`src/cache_params.svh`:
```
`ifndef CACHE_PARAMS_SVH
`define CACHE_PARAMS_SVH

//////////////////////////////////////////////////
// address split, msb to lsb
//   [15:10] tag  [9:4] set  [3:1] word  [0] byte
//////////////////////////////////////////////////

`define CACHE_TAG_W 6      // tag bits kept in metadata
`define CACHE_SET_W 6      // set index bits
`define CACHE_OFS_W 3      // word offset inside a block

// storage geometry
`define CACHE_DATA_W 16    // one cpu word
`define CACHE_SETS 64      // sets per way
`define CACHE_WORDS 8      // words per block

// the byte select bit below the offset is not stored anywhere,
// writes always cover a whole word

`endif

```
`src/cacheTypesPkg.sv`:
```
`default_nettype none

`include "cache_params.svh"

package cacheTypesPkg;

  // cpu address split into its cache fields
  typedef struct packed {
    logic [`CACHE_TAG_W-1:0] tag;     // compared against stored tag
    logic [`CACHE_SET_W-1:0] set;     // selects the row in every way
    logic [`CACHE_OFS_W-1:0] offset;  // word inside the block
    logic byteSel;                    // ignored, word access only
  } addrFieldsT;

  // same word seen raw or as fields
  typedef union packed {
    logic [`CACHE_TAG_W+`CACHE_SET_W+`CACHE_OFS_W:0] raw;  // full 16 bit address
    addrFieldsT fields;                                   // decoded view
  } cacheAddrT;

  // per way, per set metadata, lru on top
  typedef struct packed {
    logic lru;                    // 1 = most recently used way of the set
    logic vld;                    // block holds real data
    logic [`CACHE_TAG_W-1:0] tag; // tag of the cached block
  } metaT;

endpackage

`default_nettype wire

```
`src/memBusPkg.sv`:
```
`default_nettype none

package memBusPkg;

  // operation carried with memReq on the four phase memory bus
  typedef enum logic {
    MEM_READ  = 1'b0,  // block refill word
    MEM_WRITE = 1'b1   // write through of a cpu store
  } memOpT;

  // memReq rises with op, addr and wdata stable
  // memAck rises with rdata valid, memReq drops, memAck drops
  // a new memReq waits for memAck low

endpackage

`default_nettype wire

```
`src/refillController.sv`:
```
`default_nettype none
`timescale 1ns/10ps

`include "cache_params.svh"

module refillController (
  input  wire                        clk,
  input  wire                        rstN,
  input  wire                        miss,
  input  wire                        wrThrough,
  input  wire  cacheTypesPkg::cacheAddrT addrCpu,
  input  wire  [`CACHE_DATA_W-1:0]   dataInCpu,
  input  wire                        memAck,
  input  wire  [`CACHE_DATA_W-1:0]   memRData,
  output cacheTypesPkg::cacheAddrT   fillAddr,
  output logic [`CACHE_DATA_W-1:0]   fillData,
  output logic                       fillDataWe,
  output logic                       fillMetaWe,
  output logic                       busy,
  output logic                       memReq,
  output memBusPkg::memOpT           memOp,
  output logic [15:0]                memAddr,
  output logic [`CACHE_DATA_W-1:0]   memWData
);

  typedef enum logic [2:0] {
    sIdle,        // waiting for a miss or a store
    sRequest,     // read request up, waiting for ack
    sWaitAckLow,  // req dropped, waiting for ack to fall
    sInstall,     // all 8 words in, write the tag
    sWrite        // write request up, waiting for ack
  } stateT;

  stateT state;
  memBusPkg::memOpT opReg;              // operation of the running handshake
  cacheTypesPkg::cacheAddrT addrReg;    // block address, offset walks 0..7
  logic [`CACHE_DATA_W-1:0] wDataReg;   // store data for the write through
  logic lastWord;

  assign lastWord   = (addrReg.fields.offset == {`CACHE_OFS_W{1'b1}});
  assign memReq     = (state == sRequest) || (state == sWrite);
  assign memOp      = opReg;
  assign memAddr    = addrReg.raw;     // held steady for the whole handshake
  assign memWData   = wDataReg;
  assign fillAddr   = addrReg;
  assign busy       = (state != sIdle);
  assign fillMetaWe = (state == sInstall);

  //////////////////////////////////////////////////
  // control FSM
  //////////////////////////////////////////////////

  always_ff @(posedge clk) begin
    if (!rstN) begin
      state      <= sIdle;
      opReg      <= memBusPkg::MEM_READ;
      fillDataWe <= 1'b0;
    end else begin
      fillDataWe <= 1'b0;  // single cycle pulse
      case (state)
        sIdle: begin
          if (wrThrough) begin           // never together with miss
            state <= sWrite;
            opReg <= memBusPkg::MEM_WRITE;
          end else if (miss) begin
            state <= sRequest;
            opReg <= memBusPkg::MEM_READ;
          end
        end
        sRequest: begin
          if (memAck) begin
            state      <= sWaitAckLow;
            fillDataWe <= 1'b1;          // word goes into the victim way next cycle
          end
        end
        sWrite: begin
          if (memAck) begin
            state <= sWaitAckLow;
          end
        end
        sWaitAckLow: begin
          if (!memAck) begin
            if (opReg == memBusPkg::MEM_WRITE) begin
              state <= sIdle;
            end else if (lastWord) begin
              state <= sInstall;
            end else begin
              state <= sRequest;         // next word of the block
            end
          end
        end
        sInstall: state <= sIdle;        // busy falls with the tag written
        default:  state <= sIdle;
      endcase
    end
  end

  // address and data capture
  always_ff @(posedge clk) begin
    case (state)
      sIdle: begin
        if (wrThrough) begin
          addrReg  <= addrCpu;
          wDataReg <= dataInCpu;
        end else if (miss) begin
          addrReg.raw <= {addrCpu.fields.tag, addrCpu.fields.set,
                          {`CACHE_OFS_W{1'b0}}, 1'b0};  // start at word 0
        end
      end
      sRequest: begin
        if (memAck) begin
          fillData <= memRData;          // sample while ack is high
        end
      end
      sWaitAckLow: begin
        if (!memAck && (opReg == memBusPkg::MEM_READ) && !lastWord) begin
          addrReg.fields.offset <= addrReg.fields.offset +
                                   {{(`CACHE_OFS_W-1){1'b0}}, 1'b1};
        end
      end
      default: ;
    endcase
  end

endmodule

`default_nettype wire

```
`config.mk`:
```
export PLATFORM = sky130hd
export DESIGN_NAME = refillController
export DESIGN_NICKNAME = d
export VERILOG_FILES = /design/src/cacheTypesPkg.sv /design/src/memBusPkg.sv /design/src/refillController.sv
export VERILOG_INCLUDE_DIRS = /design/src /design/src/src
export SDC_FILE = /design/constraint.sdc
export NUM_CORES = 1
export LEC_CHECK = 0
export BUFFER_PORTS_ARGS = -buffer_cell sky130_fd_sc_hd__buf_4
export CAP_MARGIN = 10
export CORE_MARGIN = 10
export CORE_UTILIZATION = 40
export CTS_BUF_LIST = sky130_fd_sc_hd__clkbuf_4 sky130_fd_sc_hd__clkbuf_8 sky130_fd_sc_hd__clkbuf_16
export DETAILED_ROUTE_END_ITERATION = 8
export PLACE_DENSITY = 0.76
export SYNTH_ARGS = -nofsm -noshare
export SYNTH_HDL_FRONTEND = slang
export SYNTH_SLANG_ARGS = --single-unit
```
`constraint.sdc`:
```
create_clock -name clk -period 2.3 [get_ports clk]
set_input_delay 0.46 -clock clk [delete_from_list [all_inputs] [get_ports clk]]
set_output_delay 0.46 -clock clk [all_outputs]
set_load 0.005 [all_outputs]
```
==> impl_results.md <==
- Number of remaining DRC errors: 0
- Max VDD drop: 263 µV
- Setup Viol. Count Final: 0
- Reg2reg path depth: 5
- Die extent in y: 89.9 µm
- Number of synthesized flops with an enable pin: 48
- Post-DR wirelength/cell: 18.2 µm
- Crit Path Max Fanout: 4
- Status: finished clean
- DP Cell Count: 283
- FP Rows: 25
- Core area: 4720 µm²
- Vias: 1271
- Synth async-reset ratio: 0
- Antenna cells: 0
- Commonest cells in the netlist: 48 x edfxtp_1, 17 x buf_4, 6 x nand2_1
- Avg Inst Size Synth: 17.6 µm²
- Seq cells post-synth: 53
- Yosys top cell area share: 0.737
- Slew margin rel.: 0.685
- # port buffers: 121
- Die area: 8090 µm²
- Crit end category: flop
- Routed WL: 5280 µm
- Total CTS buffers: 5
- Yosys warns: 0
- First-pass GRT wire length: 7910 µm
- RR Startpoint: fillAddr[1]
- Remaining global-route overflow: 0
- Critical Path Slowest Stage Cell: edfxtp_1
- RSZ-0062 raised after global routing: false
- Yosys top cell by area: edfxtp_1
- Syn nets: 166
- Power Density: 701 nW/µm²
- Cell variety after synth: 27
- Fin cells: 290
- Clock Latency Late Sink: 0.29 ns
- I/O pin total: 122
- Top-count cell post-synth: edfxtp_1
- Drt first-iter violations: 16
- Hold_ws: 0.340 ns
- Critical path type: reg2reg
- Final hold vios: 0
- Hold Path Class: in2reg
- CTS tree: built
- CTS sink count: 53
- Cell area after synthesis: 1960 µm²
- Largest net degree at the start of global routing: 19
- Clk root buf: clkbuf_8
- Place WS: 0.348 ns
- Tcrit/Tclk final: 0.852
- Final Critical Period: 1.96 ns
- Synth-to-Final Area Change: 48.5%
- Setup TNS: 0 ns
- Clock-pin slew on the worst setup and hold paths: 0.08 ns
- Vias per cell: 4.38
- Crit start category: flop
- Post-Syn Instances: 111
- Post-CTS resize count: 0
- Initial antenna violation count: 0
- Max incr delay on CP: 0.43 ns
- Clk buf depth: 2
- First-pass DRT Iterations: 4
- Post-synth top flop: edfxtp_1
- Vias in the first global route: 1381
- Hold Path Sink: memWData[12]
- H-tree lvl count: 2
- Worst Path Arrival: 1.91 ns
- DP HPWL: 4390 µm
- Die width: 89.9 µm
- Clock skew: 0.00396 ns
- Fmax: 510 MHz
- Crit-path cells: ha_1 > ha_1 > nand2b_1 > o32a_1 > nor3_1
- Hold Crit Depth: 1
- Global Route Usage Sum: 0.125
- Fin worst setup slack: 0.340 ns
- Max-cap violations: 0
- Leak pwr: 1.24 nW
- R2r endpoint: fillAddr[3]
- Critical path required time: 2.25 ns
- Routability congestion estimate: 0.759
- Crit-path most repeated cell: ha_1
- Hold_buf cts: 0
- Min-delay src: dataInCpu[12]
- Fin. max-slew vios: 0
- Setup Fix Bufs, Post-CTS: 0
- Antenna viol nets, final: 0
- Synth area leaders: edfxtp_1 74%, buf_4 6.5%, dfxtp_1 5.1%
- Layout cells sized above 1: 0.601
- R2R setup slack: 0.34 ns
- Nets: 278
- Sequential share of the synthesized area: 0.788
- Initial Util: 0.414
- Worst-margin pin slew: 0.473 ns
## critical path: cells and delay by family (launching register included)
family / cells / cell delay, ns
simple gates: 2 / 0.48
flops: 1 / 0.43
fa+ha+maj: 2 / 0.41
compound gates: 1 / 0.29
## per-stage QoR
step	area (µm²)	total power [mW]	util
floorplan	1960	1.35	-
global placement	2820	1.58	0.598
detailed placement	2820	1.59	0.598
CTS	2900	2.06	0.615
global route	2900	2.14	0.615
finish	2900	2.04	0.615
## sequential cells by signal, indices dropped and copies added (netlist names)
| signal | flops |
|---|---|
| memOp | 1 |
| state | 3 |
| fillAddr | 16 |
| fillDataWe | 1 |
| memWData | 16 |
| fillData | 16 |
## kinds of logic after synthesis
logic type / synth area share
mux: 0.00512
buf+inv: 0.0749
xor+xnor: 0.00448
compound gates: 0.0390
simple gates: 0.0755
flops: 0.788
fa+ha+maj: 0.0128
## power breakdown
group	internal (mW)	switching, mW	leakage (nW)	total [mW]
logic	0.219	0.141	0.699	0.360
registers	1.15	0.0470	0.495	1.19
clock network	0.218	0.264	0.0421	0.482
total	1.58	0.453	1.24	2.04
## cell type report
class / instances / area, µm²
fillers: 375 / 1820
flip-flops and latches: 53 / 1540
repair buffers: 123 / 923
multi-input cells: 38 / 268
well taps: 67 / 83.8
clock buffers: 6 / 76.3
inverters: 2 / 7.51
clock inverters: 1 / 3.75
## metal layers
layer	track usage	wire length (µm)	vias to the layer above
met4	0.0544	150	0
met2	0.241	2940	65
met3	0.0490	424	11
li1	-	-	616
met5	0	0	-
met1	0.110	1760	579
## worst max path at each step
stage | slack (ns) | end | start | cells after the start
2_1_floorplan | 0.37 | memWData[0] | state[0] | 3
5_1_grt | 0.25 | fillAddr[2] | fillAddr[1] | 5
4_1_cts | 0.34 | fillAddr[3] | fillAddr[1] | 5
3_3_place_gp | 0.40 | fillAddr[2] | fillAddr[1] | 5
3_5_place_dp | 0.35 | fillAddr[3] | fillAddr[1] | 5
6_report | 0.34 | fillAddr[3] | fillAddr[1] | 5
## cells in the final DEF (no fill, tap or decap)
master,count
buf_4,123
edfxtp_1,48
nand2_1,6
nor2_1,5
clkbuf_8,5
dfxtp_1,5
o21ai_0,3
inv_1,2
nand2b_1,2
and2_1,2
o21a_1,2
a31oi_1,2
ha_1,2
or3_4,1
nor3b_4,1
mux2i_1,1
xnor2_1,1
and3b_2,1
and4bb_2,1
o32a_1,1
nor3_1,1
o2111a_1,1
or3b_2,1
nor4b_1,1
a21oi_1,1
nor2b_1,1
a21boi_0,1
clkbuf_4,1
clkinv_1,1
(Power assumes the default switching activity.)
